### config.mk
export PLATFORM = sky130hd
export DESIGN_NAME = flash_subsys
export DESIGN_NICKNAME = d
export VERILOG_FILES = /design/src/design/flash_pkg.sv /design/src/design/flash_reader.sv /design/src/design/fetch_port.sv /design/src/design/flash_subsys.sv
export SDC_FILE = /design/constraint.sdc
export NUM_CORES = 1
export LEC_CHECK = 0
export BUFFER_PORTS_ARGS = -buffer_cell sky130_fd_sc_hd__buf_2
export CORE_MARGIN = 2
export CORE_UTILIZATION = 37
export DETAILED_ROUTE_END_ITERATION = 7
export PLACE_DENSITY = 0.58
export REMOVE_ABC_BUFFERS = 1
export SLEW_MARGIN = 20
export SYNTH_ARGS = -nofsm -noshare
export SYNTH_HDL_FRONTEND = slang
export SYNTH_SLANG_ARGS = --single-unit
### constraint.sdc
create_clock -name clk -period 7.5 [get_ports clk]
set_input_delay 1.125 -clock clk [delete_from_list [all_inputs] [get_ports clk]]
set_output_delay 1.125 -clock clk [all_outputs]
set_load 0.02 [all_outputs]
### src/design/flash_pkg.sv
// ~~~~~~~~~~~~~~~~~~~~
// shared types for the serial flash read path
// opcodes, reader phases and the bundles that cross module
// boundaries; RTL and testbench both import this package
// ~~~~~~~~~~~~~~~~~~~~
`default_nettype none

package flash_pkg;

    // read opcodes understood by the flash
    typedef enum logic [7:0] {
        CMD_READ      = 8'h03,
        CMD_QUAD_READ = 8'heb
    } flash_cmd_e;

    // reader phases, each names the step loaded once the current transfer ends
    typedef enum logic [3:0] {
        ST_CMD,
        ST_ADDR_HI,
        ST_ADDR_MID,
        ST_ADDR_LO,
        ST_MODE,
        ST_DATA_FIRST,
        ST_DATA,
        ST_WORD_DONE,
        ST_HOLD
    } reader_state_e;

    // pins driven toward the flash
    typedef struct packed {
        logic       csn;
        logic       sclk;
        logic [3:0] io_out;
        logic [3:0] io_oe;
    } flash_pins_t;

    // requester side, byte address with the low two bits zero
    typedef struct packed {
        logic [23:0] addr;
    } fetch_req_t;

    typedef struct packed {
        logic [31:0] rdata;
    } fetch_rsp_t;

    // M5:4 = 10b keeps the flash in continuous read
    localparam logic [7:0] MODE_BITS_CRM = 8'h20;

endpackage

`default_nettype wire

### src/design/flash_reader.sv
// ~~~~~~~~~~~~~~~~~~~~
// read sequencer for a serial NOR flash
// sends command, address, mode and dummy clocks, then streams
// little-endian words out with a one-cycle rd_ready pulse each,
// parking sclk high at a word boundary while rd_hold is set
// ~~~~~~~~~~~~~~~~~~~~
`timescale 1ns/10ps
`default_nettype none

module flash_reader #(
    parameter bit qspi_mode = 1'b1,
    parameter bit use_crm   = 1'b1
) (
    input  wire                    clk,
    input  wire                    rst_n,

    input  wire                    rd_valid,
    input  wire                    rd_continue,
    input  wire                    rd_hold,
    input  wire  [23:0]            rd_addr,
    output logic                   rd_ready,
    output logic [31:0]            rd_data,

    output flash_pkg::flash_pins_t pins,
    input  wire  [3:0]             io_in
);
    import flash_pkg::*;

    // clocks per byte outside the command phase
    localparam logic [3:0] io_cycles = qspi_mode ? 4'd2 : 4'd8;
    localparam flash_cmd_e read_cmd  = qspi_mode ? CMD_QUAD_READ : CMD_READ;
    localparam bit         crm_en    = qspi_mode && use_crm;

    reader_state_e state;
    reader_state_e start_state;

    logic [7:0]  buffer;
    logic [3:0]  xfer_cnt;
    logic [3:0]  oe_count;
    logic [1:0]  byte_cnt;
    logic [23:0] word_lo;
    logic        cmd_phase;
    logic        crm_active;

    logic        wide;
    logic        oe_on;
    logic        end_xfer;

    // the command always goes out on io0, even in a quad build
    assign wide  = qspi_mode && !cmd_phase;
    assign oe_on = (oe_count != 4'd0);

    // flash already in continuous read, so skip the opcode
    assign start_state = crm_active ? ST_ADDR_HI : ST_CMD;

    // dropping rd_valid, or a word with no continuation, closes the transaction
    assign end_xfer = !rd_valid || (rd_ready && !rd_continue);

    always_ff @(posedge clk) begin
        rd_ready <= 1'b0;
        if (!rst_n) begin
            pins.csn    <= 1'b1;
            pins.sclk   <= 1'b1;
            pins.io_out <= 4'b0000;
            pins.io_oe  <= 4'b0000;
            state       <= ST_CMD;
            xfer_cnt    <= 4'd0;
            oe_count    <= 4'd0;
            byte_cnt    <= 2'd0;
            cmd_phase   <= 1'b0;
            crm_active  <= 1'b0;
        end else if (end_xfer) begin
            pins.csn    <= 1'b1;
            pins.sclk   <= 1'b1;
            pins.io_out <= 4'b0000;
            pins.io_oe  <= 4'b0000;
            state       <= start_state;
            xfer_cnt    <= 4'd0;
            oe_count    <= 4'd0;
            byte_cnt    <= 2'd0;
            cmd_phase   <= 1'b0;
        end else begin
            pins.csn <= 1'b0;

            if (xfer_cnt != 4'd0) begin
                if (pins.sclk) begin
                    // falling sclk, put the next bits on the bus
                    pins.sclk   <= 1'b0;
                    pins.io_out <= wide ? buffer[7:4] : {3'b000, buffer[7]};
                    pins.io_oe  <= wide ? {4{oe_on}} : {3'b000, oe_on};
                    if (oe_on) begin
                        oe_count <= oe_count - 4'd1;
                    end
                end else begin
                    // rising sclk, both sides sample here
                    pins.sclk <= 1'b1;
                    buffer    <= wide ? {buffer[3:0], io_in} : {buffer[6:0], io_in[1]};
                    xfer_cnt  <= xfer_cnt - 4'd1;
                end
            end else begin
                case (state)
                    ST_CMD: begin
                        buffer    <= read_cmd;
                        xfer_cnt  <= 4'd8;
                        oe_count  <= 4'd8;
                        cmd_phase <= 1'b1;
                        state     <= ST_ADDR_HI;
                    end
                    ST_ADDR_HI: begin
                        buffer    <= rd_addr[23:16];
                        xfer_cnt  <= io_cycles;
                        oe_count  <= io_cycles;
                        cmd_phase <= 1'b0;
                        state     <= ST_ADDR_MID;
                    end
                    ST_ADDR_MID: begin
                        buffer   <= rd_addr[15:8];
                        xfer_cnt <= io_cycles;
                        oe_count <= io_cycles;
                        state    <= ST_ADDR_LO;
                    end
                    ST_ADDR_LO: begin
                        buffer   <= rd_addr[7:0];
                        xfer_cnt <= io_cycles;
                        oe_count <= io_cycles;
                        state    <= qspi_mode ? ST_MODE : ST_DATA_FIRST;
                    end
                    ST_MODE: begin
                        // two mode clocks then four dummy clocks in one transfer;
                        // only the upper mode nibble is driven so the bus can turn
                        buffer   <= use_crm ? MODE_BITS_CRM : 8'h00;
                        xfer_cnt <= 4'd6;
                        oe_count <= 4'd1;
                        state    <= ST_DATA_FIRST;
                    end
                    ST_DATA_FIRST: begin
                        // mode bits have gone out completely by now
                        if (crm_en) begin
                            crm_active <= 1'b1;
                        end
                        xfer_cnt <= io_cycles;
                        oe_count <= 4'd0;
                        byte_cnt <= 2'd0;
                        state    <= ST_DATA;
                    end
                    ST_DATA: begin
                        // first byte lands in the low lane
                        word_lo[8*byte_cnt +: 8] <= buffer;
                        byte_cnt <= byte_cnt + 2'd1;
                        xfer_cnt <= io_cycles;
                        if (byte_cnt == 2'd2) begin
                            state <= ST_WORD_DONE;
                        end
                    end
                    ST_WORD_DONE: begin
                        rd_data  <= {buffer, word_lo};
                        rd_ready <= 1'b1;
                        state    <= ST_HOLD;
                    end
                    ST_HOLD: begin
                        // sclk stays high here, the flash just waits;
                        // rd_hold only covers the new word after the rd_ready cycle
                        if (!rd_hold && !rd_ready) begin
                            xfer_cnt <= io_cycles;
                            byte_cnt <= 2'd0;
                            state    <= ST_DATA;
                        end
                    end
                    default: begin
                        state <= start_state;
                    end
                endcase
            end
        end
    end

endmodule

`default_nettype wire

### src/design/fetch_port.sv
// ~~~~~~~~~~~~~~~~~~~~
// four-phase requester port in front of the flash reader
// tracks the next sequential address, keeps one prefetched word
// and restarts the flash stream when the address jumps
// ~~~~~~~~~~~~~~~~~~~~
`timescale 1ns/10ps
`default_nettype none

module fetch_port (
    input  wire                     clk,
    input  wire                     rst_n,

    input  wire                     req,
    input  wire flash_pkg::fetch_req_t req_data,
    output logic                    ack,
    output flash_pkg::fetch_rsp_t   rsp,

    output logic                    rd_valid,
    output logic                    rd_continue,
    output logic                    rd_hold,
    output logic [23:0]             rd_addr,
    input  wire                     rd_ready,
    input  wire  [31:0]             rd_data
);
    typedef enum logic [1:0] {
        P_IDLE,
        P_RESTART,
        P_WAIT,
        P_ACK
    } port_state_e;

    port_state_e state;

    logic [23:0] next_addr;
    logic [31:0] buf_data;
    logic        buf_full;

    logic        new_req;
    logic        seq_hit;
    logic        take_buf;
    logic        take_rd;
    logic        restart;
    logic        to_buf;

    // only a request seen with ack low is a new one
    assign new_req = (state == P_IDLE) && req;
    assign seq_hit = rd_valid && (req_data.addr == next_addr);

    assign take_buf = new_req && seq_hit && buf_full;
    assign take_rd  = (new_req && seq_hit && !buf_full && rd_ready)
                   || ((state == P_WAIT) && rd_ready);
    assign restart  = new_req && !seq_hit;

    // a word nobody is waiting for becomes the prefetch
    assign to_buf = rd_ready && rd_valid && !take_rd && !restart;

    assign rd_continue = rd_valid;
    assign rd_hold     = buf_full;

    always_ff @(posedge clk) begin
        if (!rst_n) begin
            state    <= P_IDLE;
            ack      <= 1'b0;
            rd_valid <= 1'b0;
            buf_full <= 1'b0;
        end else begin
            case (state)
                P_IDLE: begin
                    if (restart) begin
                        // one low cycle makes the reader close the stream
                        rd_valid <= 1'b0;
                        state    <= P_RESTART;
                    end else if (take_buf || take_rd) begin
                        ack   <= 1'b1;
                        state <= P_ACK;
                    end else if (req) begin
                        state <= P_WAIT;
                    end
                end
                P_RESTART: begin
                    rd_valid <= 1'b1;
                    state    <= P_WAIT;
                end
                P_WAIT: begin
                    if (take_rd) begin
                        ack   <= 1'b1;
                        state <= P_ACK;
                    end
                end
                P_ACK: begin
                    if (!req) begin
                        ack   <= 1'b0;
                        state <= P_IDLE;
                    end
                end
                default: begin
                    state <= P_IDLE;
                end
            endcase

            if (restart || take_buf) begin
                buf_full <= 1'b0;
            end else if (to_buf) begin
                buf_full <= 1'b1;
            end
        end
    end

    always_ff @(posedge clk) begin
        if (take_buf) begin
            rsp.rdata <= buf_data;
        end else if (take_rd) begin
            rsp.rdata <= rd_data;
        end

        if (to_buf) begin
            buf_data <= rd_data;
        end

        if (take_buf || take_rd) begin
            next_addr <= next_addr + 24'd4;
        end else if (restart) begin
            next_addr <= req_data.addr;
            rd_addr   <= req_data.addr;
        end
    end

endmodule

`default_nettype wire

### src/design/flash_subsys.sv
// ~~~~~~~~~~~~~~~~~~~~
// flash read subsystem top level
// requester port plus flash reader; qspi_mode and use_crm
// pick the bus width and continuous read at build time
// ~~~~~~~~~~~~~~~~~~~~
`timescale 1ns/10ps
`default_nettype none

module flash_subsys #(
    parameter bit qspi_mode = 1'b1,
    parameter bit use_crm   = 1'b1
) (
    input  wire                        clk,
    input  wire                        rst_n,
    input  wire                        req,
    input  wire flash_pkg::fetch_req_t req_data,
    output flash_pkg::fetch_rsp_t      rsp,
    output logic                       ack,
    output flash_pkg::flash_pins_t     flash_pins,
    input  wire  [3:0]                 flash_io_in
);
    // reader handshake
    logic        rd_valid;
    logic        rd_continue;
    logic        rd_hold;
    logic        rd_ready;
    logic [23:0] rd_addr;
    logic [31:0] rd_data;

    fetch_port u_fetch_port (
        .clk         (clk),
        .rst_n       (rst_n),
        .req         (req),
        .req_data    (req_data),
        .ack         (ack),
        .rsp         (rsp),
        .rd_valid    (rd_valid),
        .rd_continue (rd_continue),
        .rd_hold     (rd_hold),
        .rd_addr     (rd_addr),
        .rd_ready    (rd_ready),
        .rd_data     (rd_data)
    );

    flash_reader #(
        .qspi_mode (qspi_mode),
        .use_crm   (use_crm)
    ) u_flash_reader (
        .clk         (clk),
        .rst_n       (rst_n),
        .rd_valid    (rd_valid),
        .rd_continue (rd_continue),
        .rd_hold     (rd_hold),
        .rd_addr     (rd_addr),
        .rd_ready    (rd_ready),
        .rd_data     (rd_data),
        .pins        (flash_pins),
        .io_in       (flash_io_in)
    );

endmodule

`default_nettype wire

==> results.md, run 1 <==
Outcome:
- The run finished with clean final reports.

Floorplan:
- For this configuration, the core starts out at a cell density of 37.7%.
- The overall die width is 159 um.
- In this run the core area contains 56 standard-cell rows.
- The die covers 25200 sq um.
- The standard cell core area is 23500 sq um.
- The overall die height is 159 um.
- The count of pins on the block boundary is 74.

STA:
- The worst-case setup margin in the final layout is 3.59 ns.
- The total count of hold-check failures in the final report came to 0.
- In this run the tightest slew margin relative to its limit is 25.8%.
- In the finished design, the share of the clock period the worst path needs comes to 52.1%.
- The highest achievable clock rate is 256 MHz.
- Between clock sinks in the finished design, the worst skew comes to 0.00816 ns.
- The actual transition at the worst max-transition pin is 1.11 ns.
- The clock period minus final worst setup slack is 3.91 ns.
- The final total negative setup slack is 0 ns.
- The count of final setup violators is 0.
- The tightest hold margin is 0.417 ns.
- Setup repair after global routing left no endpoint under its margin.
- The number of max-slew violations in the final report came to 0.

Worst setup path:
- Counting both buffers and inverters, the worst setup path holds a total of 2.
- Broken down by cell family, the worst path's largest delay share belongs to simple AND/OR/NAND/NOR gates.
- The largest stage delay on the critical path is 0.64 ns.
- The required time of the critical path is 7.63 ns.
- The startpoint identified for the worst register-to-register timing path is u_fetch_port.next_addr[8]$_DFFE_PP_.
- The worst setup path is launched from an input pin.
- Data arrives at the worst endpoint at 4.04 ns.
- The largest individual stage delay along the critical path comes from the cell sky130_fd_sc_hd__o21a_2.
- The register-to-register setup slack is 3.86 ns.
- The largest fanout on the critical path is 33.
- The most critical setup path has its startpoint at req_data[8].
- The critical path goes through buf_2 > xnor2_1 > nand3_1 > nor3_1 > and4_1 > buf_4 > o21a_2 > or2_2.
- The critical path is of the in2reg type.
- The worst setup path is captured at a flop.

Layout:
- The repair_antennas step left the layout with diodes totalling 0.
- Cells fill 43.8% of the core in the end.
- Of the cells placed in the final design, the portion with a size suffix greater than 1 is 21.8%.
- Once layout is done, the placed cells without fillers occupy 10300 sq um.
- After the last flow step, the layout net total stands at 758.
- In the layout the commonest cells are sky130_fd_sc_hd__edfxtp_1 (176), sky130_fd_sc_hd__buf_2 (73), sky130_fd_sc_hd__nor2_1 (39).
- The non-filler instance count after layout is 1049.
- The number of filler cells placed in the layout is 2170.
- The area overhead of the layout relative to synthesis is 16.1%.
- Leaving out fill and tap cells, the most frequent cell in the layout is sky130_fd_sc_hd__edfxtp_1.

Pwr:
- The total power after layout is 2.76 mW.
- VDD sags by at most 144 uV.
- Summed over all cells, the static leakage comes to 3.63 nW.
- For this design the ratio of total power to cell area is 268 nW/um^2.

Logic synthesis:
- In this run, distinct cell masters in the synthesized netlist total 53.
- The area of the mapped netlist is 8870 sq um.
- The sequential element share of the synthesized area is 66.3%.
- The most used flip-flop cell after synthesis is sky130_fd_sc_hd__edfxtp_1.
- Counting flops with an async set or reset pin after synthesis yields a share of 0%.
- In the post-synthesis netlist, the biggest area contributors are sky130_fd_sc_hd__edfxtp_1 (60%), sky130_fd_sc_hd__dfxtp_1 (6.8%), sky130_fd_sc_hd__mux2_2 (4.8%), sky130_fd_sc_hd__xnor2_1 (3.2%), sky130_fd_sc_hd__mux2i_1 (2.4%).
- The synthesized design contains 206 register bits.
- Synthesis produced a netlist whose cell count is 641.
- The post-synthesis average cell area is 13.8 sq um.
- The yosys synthesis warning count is 0.
- The area share of the leading cell type in the synthesized netlist is 59.6%.
- The number of enable-type register cells in the synthesized netlist is 176.
- The cell taking the most area after synthesis is sky130_fd_sc_hd__edfxtp_1.

Placed design:
- The post-placement worst setup slack is 2.98 ns.
- The instance count after placement with tap cells included is 1008.
- The count of input and output buffers is 73.
- The placer's final routability congestion estimate is 0.816.
- The total placed instance area is 9540 sq um.
- The half-perimeter wire length of the detailed placement result is 11500 um.

Clock tree:
- The tree is rooted in a sky130_fd_sc_hd__clkbuf_16.
- The number of gates resized after cts is 0.
- Once the clock tree was built, the setup fixing pass inserted 0 buffers.
- The number of buffers between clock root and the deepest sink is 3.
- At the later pin of the worst-skew pair, clock insertion delay measures 0.50 ns.
- The number of H-tree branching levels is 1.
- The clock net sink count is 206.
- TritonCTS created 22 clock buffers.
- The clock tree from TritonCTS is yes.
- The register clock-pin slew on the reported worst setup and hold paths is 0.06 ns.
- The number of hold buffers added after CTS is 0.

Detailed routing:
- The routed layout has 5191 vias.
- Dividing the detail-routed via count by the number of cells gives 4.95.
- The post-route antenna net violation count is 0.
- For this run, design rule violations remaining after detail routing come to 0.
- The routed length per instance is 15.6 um.
- Wires add up to 16300 um.
- The first detailed-routing pass took 4 iterations.
- For this block, the initial DRC count from the detailed router was 230.

Global route:
- The initial antenna violation count was 0.
- The first global-routing pass estimated 26200 um of wire.
- The via count of the first global-routing pass is 5103.
- The total track usage is 12.6%.
- Summed over all layers, the global routing overflow is 0.
- The pin count of the biggest net entering global routing is 34.

Flow run:
- Across the run, the number of max-cap violations was 0.

Hold path:
- The worst hold-check path type is reg2reg.
- In this run the most critical hold path is launched from u_flash_reader.word_lo[22]$_DFFE_PP_.
==> logic make-up (layout without fill, tap and decap cells) <==
logic type / after synthesis / in the layout / share of synthesized area (%)
XOR/XNOR: 42 / 42 / 4.15
adder cells (fa/ha/maj): 13 / 13 / 1.83
buffers and inverters: 49 / 138 / 2.52
flip-flops: 206 / 206 / 66.3
multiplexers: 73 / 73 / 8.97
AND/OR/NAND/NOR: 176 / 176 / 10.6
AO/OA/AOI/OAI: 82 / 82 / 5.60
==> flip-flops by register name, indices dropped and copies added (netlist names), 4 cells and up <==
register,flops
u_fetch_port.buf_data,32
u_fetch_port.rsp,32
u_flash_reader.rd_data,32
u_fetch_port.next_addr,24
u_fetch_port.rd_addr,24
u_flash_reader.word_lo,24
u_flash_reader.buffer,8
u_flash_reader.pins,8
u_flash_reader.oe_count,4
u_flash_reader.state,4
u_flash_reader.xfer_cnt,4
==> path summary, 6_finish.rpt <==
path / endpoint / cells after the start
worst max-delay path: u_fetch_port.next_addr[9]$_DFFE_PP_ / 8
worst min-delay path: u_flash_reader.rd_data[22]$_DFFE_PP_ / 0
worst max register to register: u_fetch_port.next_addr[9]$_DFFE_PP_ / 7
worst min register to register: u_flash_reader.rd_data[22]$_DFFE_PP_ / 0
==> cell usage after synthesis, types with 10 or more instances <==
| cell | n |
|---|---|
| sky130_fd_sc_hd__mux2i_1 | 21 |
| sky130_fd_sc_hd__dfxtp_1 | 30 |
| sky130_fd_sc_hd__nand3_1 | 12 |
| sky130_fd_sc_hd__and3_1 | 10 |
| sky130_fd_sc_hd__nor2_1 | 39 |
| sky130_fd_sc_hd__clkbuf_1 | 18 |
| sky130_fd_sc_hd__nand2_1 | 32 |
| sky130_fd_sc_hd__a21oi_1 | 35 |
| sky130_fd_sc_hd__ha_1 | 13 |
| sky130_fd_sc_hd__mux2_1 | 14 |
| sky130_fd_sc_hd__edfxtp_1 | 176 |
| sky130_fd_sc_hd__mux2_2 | 38 |
| sky130_fd_sc_hd__nor3_1 | 11 |
| sky130_fd_sc_hd__and2_1 | 28 |
| sky130_fd_sc_hd__xnor2_1 | 32 |
| sky130_fd_sc_hd__inv_1 | 19 |
| sky130_fd_sc_hd__o21ai_0 | 18 |
| sky130_fd_sc_hd__xor2_1 | 10 |
==> layer usage <==
metal  vias up  share of wire [%]  global-route usage, %
met4         0                1.9                   3.10
met5         -                  0                      0
met3        24                5.5                   2.64
met1      2518                 42                   15.6
met2       138                 50                   22.6
li1       2511                  -                      -
==> worst register-to-register path: cells and delay by family, from the launching register on <==
family          cells  cell delay (ns)
compound gates      1             0.64
xor+xnor            1             0.22
buf+inv             1             0.37
flops               1             0.46
simple gates        4             1.58
==> area by class of cell <==
class,count,area [sq um],area share (%)
Clock buffer,28,583,5.66
Clock inverter,12,148,1.43
Inverter,19,71.3,0.692
Multi-Input combinational cell,386,2790,27.0
Sequential cell,206,5890,57.1
Tap cell,319,399,3.87
Timing Repair Buffer,79,430,4.18
==> report_power, final <==
group / total [mW] / internal, mW / switching, mW
clock: 1.08 / 0.656 / 0.422
combinational: 0.289 / 0.112 / 0.177
sequential: 1.39 / 1.33 / 0.0611
(Power assumes the default switching activity.)
==> inputs of run 2 (changes only) <==
==> constraint.sdc (replaced) <==
create_clock -name clk -period 3.8 [get_ports clk]
set_input_delay 0.57 -clock clk [delete_from_list [all_inputs] [get_ports clk]]
set_output_delay 0.57 -clock clk [all_outputs]
set_load 0.02 [all_outputs]
==> results.md, run 2 (same netlist as run 1, synthesis figures left out) <==
Outcome:
- The flow ran to the end, and the final reports show no timing, DRC or antenna violations.

Pwr:
- The reported leakage power is 3.68 nW.
- Overall power consumption after layout is estimated at 5.68 mW.
- In this run the power density over the cells is 545 nW/um^2.
- VDD sags by at most 304 uV.

Floorplan:
- 74 I/O pins were placed.
- The die covers 25200 sq um.
- The floorplan row count is 56.
- Measured along the x axis, the die boundary spans 159 um.
- The starting density of the core is 37.7%.
- The region available for standard cell placement spans 23500 sq um.
- The overall die height is 159 um.

Detailed routing:
- The wire length reported by the detailed router is 16500 um.
- The count of unresolved DRC violations after routing is 0.
- Detailed routing inserted a total of 5111 vias.
- The post-route antenna net violation count is 0.
- In this run, the number of DRC markers left after iteration 0 of detailed routing was 231.
- The number of detailed-route iterations in the first pass is 4.
- Dividing the detail-routed wire length by the instance count gives 15.7 um.
- After detailed routing, the number of vias per cell comes to 4.85.

STA:
- For the final database, setup skew stands at 0.0111 ns.
- Hold timing on the final database bottoms out at a slack of 0.268 ns.
- The actual transition at the worst max-transition pin is 1.01 ns.
- Based on the critical path, the design can be clocked at up to 371 MHz.
- The total count of hold-check failures in the final report is 0.
- Subtracting the final worst setup slack from the clock period gives 2.70 ns.
- Across all setup checks in the final design, the least slack found is 1.10 ns.
- The headroom to the max-slew limit is 32.8%.
- After layout, the worst path uses 71.0% of the clock period.
- The number of max-slew violations in the final report is 0.
- Setup violations remaining at the end of the flow were counted as 0.
- Setup repair after global routing left no endpoint under its margin.

Global route:
- In the global route stage, overall resource usage came out at 12.9%.
- The global-route wire length before repair is 26700 um.
- The via count of the first global-routing pass was 5274.
- Summed over all layers, the global routing overflow is 0.
- The pin count of the biggest net entering global routing is 57.
- The initial antenna violation count is 0.

Placed design:
- The placer's final routability congestion estimate is 0.796.
- The half-perimeter wire length of the detailed placement result is 11500 um.
- Timing analysis after detailed placement gives a worst setup slack of 0.821 ns.
- After detailed placement, the total cell area comes to 9590 sq um.
- The count of input and output buffers is 73.

Layout:
- In the final design database the tool counted 762 nets.
- In the final layout, the registers with the most flip-flops are u_fetch_port.buf_data x32, u_fetch_port.rsp x32, u_flash_reader.rd_data x32.
- The finished cells cover 10400 sq um.
- The area overhead of the layout relative to synthesis is 17.4%.
- The top cell types in the final layout, fill and taps aside, are sky130_fd_sc_hd__edfxtp_1 (176), sky130_fd_sc_hd__buf_2 (73), sky130_fd_sc_hd__nor2_1 (39).
- The leading cell type in the layout, fill and taps excluded is sky130_fd_sc_hd__edfxtp_1.
- The count of inserted antenna diode cells is 0.
- The share of post-route cells with drive strength above 1 is 22.9%.

Hold path:
- The min-delay analysis places its worst path in the category in2reg.

Worst setup path:
- The worst setup path is launched from a flop.
- The endpoint kind of the worst setup timing path is a flop.
- For the worst setup path, the data required time is 4.06 ns.
- The largest fanout on the critical path is 56.
- The setup path with the least slack is of type reg2reg.
- For the worst setup path, the data arrival time is 2.96 ns.

Clock tree:
- The later pin in the worst-skew pair is clocked with a latency of 0.52 ns.
- The clock net sink count is 206.
- The total setup buffers inserted after CTS is 0.
- In this run, post-CTS hold repair placed 0 buffers.
- The number of buffers between clock root and the deepest sink is 3.
- The CTS buffer count is 23.
- The register clock-pin slew on the reported worst setup and hold paths is 0.06 ns.
- In this run the number of H-tree levels came out at 1.
- TritonCTS built the clock tree.
- In this run the clock root is driven by a sky130_fd_sc_hd__clkbuf_16.
- In this run, post-CTS repair resized a total of 0 instances.

Flow run:
- Max-cap violations in this run came to 0.
==> run 2: changes by cell type in the layout (fill, tap and decap cells not counted), moves of 2 or more <==
cell                         before  now
sky130_fd_sc_hd__clkbuf_8         1    4
sky130_fd_sc_hd__clkinv_2         6    4
sky130_fd_sc_hd__clkbuf_1         5    2
sky130_fd_sc_hd__buf_4            5    8
sky130_fd_sc_hd__clkinvlp_4       1    3
==> run 2: cell type report <==
| cell class | count | area (sq um) |
|---|---|---|
| clock inverter | 13 | 191 |
| multi-input combinational | 386 | 2790 |
| timing repair buffer | 82 | 445 |
| sequential | 206 | 5890 |
| fill | 2189 | 13100 |
| inverter | 19 | 71.3 |
| clock buffer | 29 | 638 |
| tap | 319 | 399 |
==> run 2: per-stage QoR <==
stage	setup TNS (ns)	util, %	cells
floorplan	-50.48	-	611
global placement	0	40.7	1012
detailed placement	0	40.7	1012
CTS	0	44.2	1054
global route	0	44.2	1054
finish	0	44.2	1054
==> run 2: per-layer routing <==
layer | up-vias | share of wire (%) | global-route usage [%]
met5 | - | 0 | 0
met2 | 136 | 51 | 23.4
met4 | 0 | 3.0 | 4.26
met1 | 2419 | 42 | 15.5
li1 | 2516 | - | -
met3 | 40 | 4.3 | 2.43
==> run 2: worst paths after layout <==
kind	to	start	slack [ns]	cells after the start
worst max-delay path	u_fetch_port.next_addr[5]$_DFFE_PP_	u_fetch_port.next_addr[16]$_DFFE_PP_	1.10	7
worst min-delay path	u_fetch_port.rd_addr[0]$_DFFE_PP_	req_data[0]	0.27	1
worst max register to register	u_fetch_port.next_addr[5]$_DFFE_PP_	u_fetch_port.next_addr[16]$_DFFE_PP_	1.10	7
worst min register to register	u_flash_reader.rd_data[14]$_DFFE_PP_	u_flash_reader.word_lo[14]$_DFFE_PP_	0.42	0
==> run 2: power breakdown <==
part	switching [mW]	internal [mW]	leakage [nW]
registers	0.118	2.62	1.95
logic	0.353	0.225	1.33
clock network	0.889	1.47	0.401
total	1.36	4.32	3.68
==> run 2: worst max-delay path, stage by stage, from the launching register on <==
cell and delay, ns:
sky130_fd_sc_hd__edfxtp_1 0.45, sky130_fd_sc_hd__xnor2_1 0.25, sky130_fd_sc_hd__nand4_1 0.13, sky130_fd_sc_hd__nor4_1 0.46, sky130_fd_sc_hd__and4_1 0.31, sky130_fd_sc_hd__o21a_2 0.16
sky130_fd_sc_hd__buf_12 0.29, sky130_fd_sc_hd__mux2_2 0.38
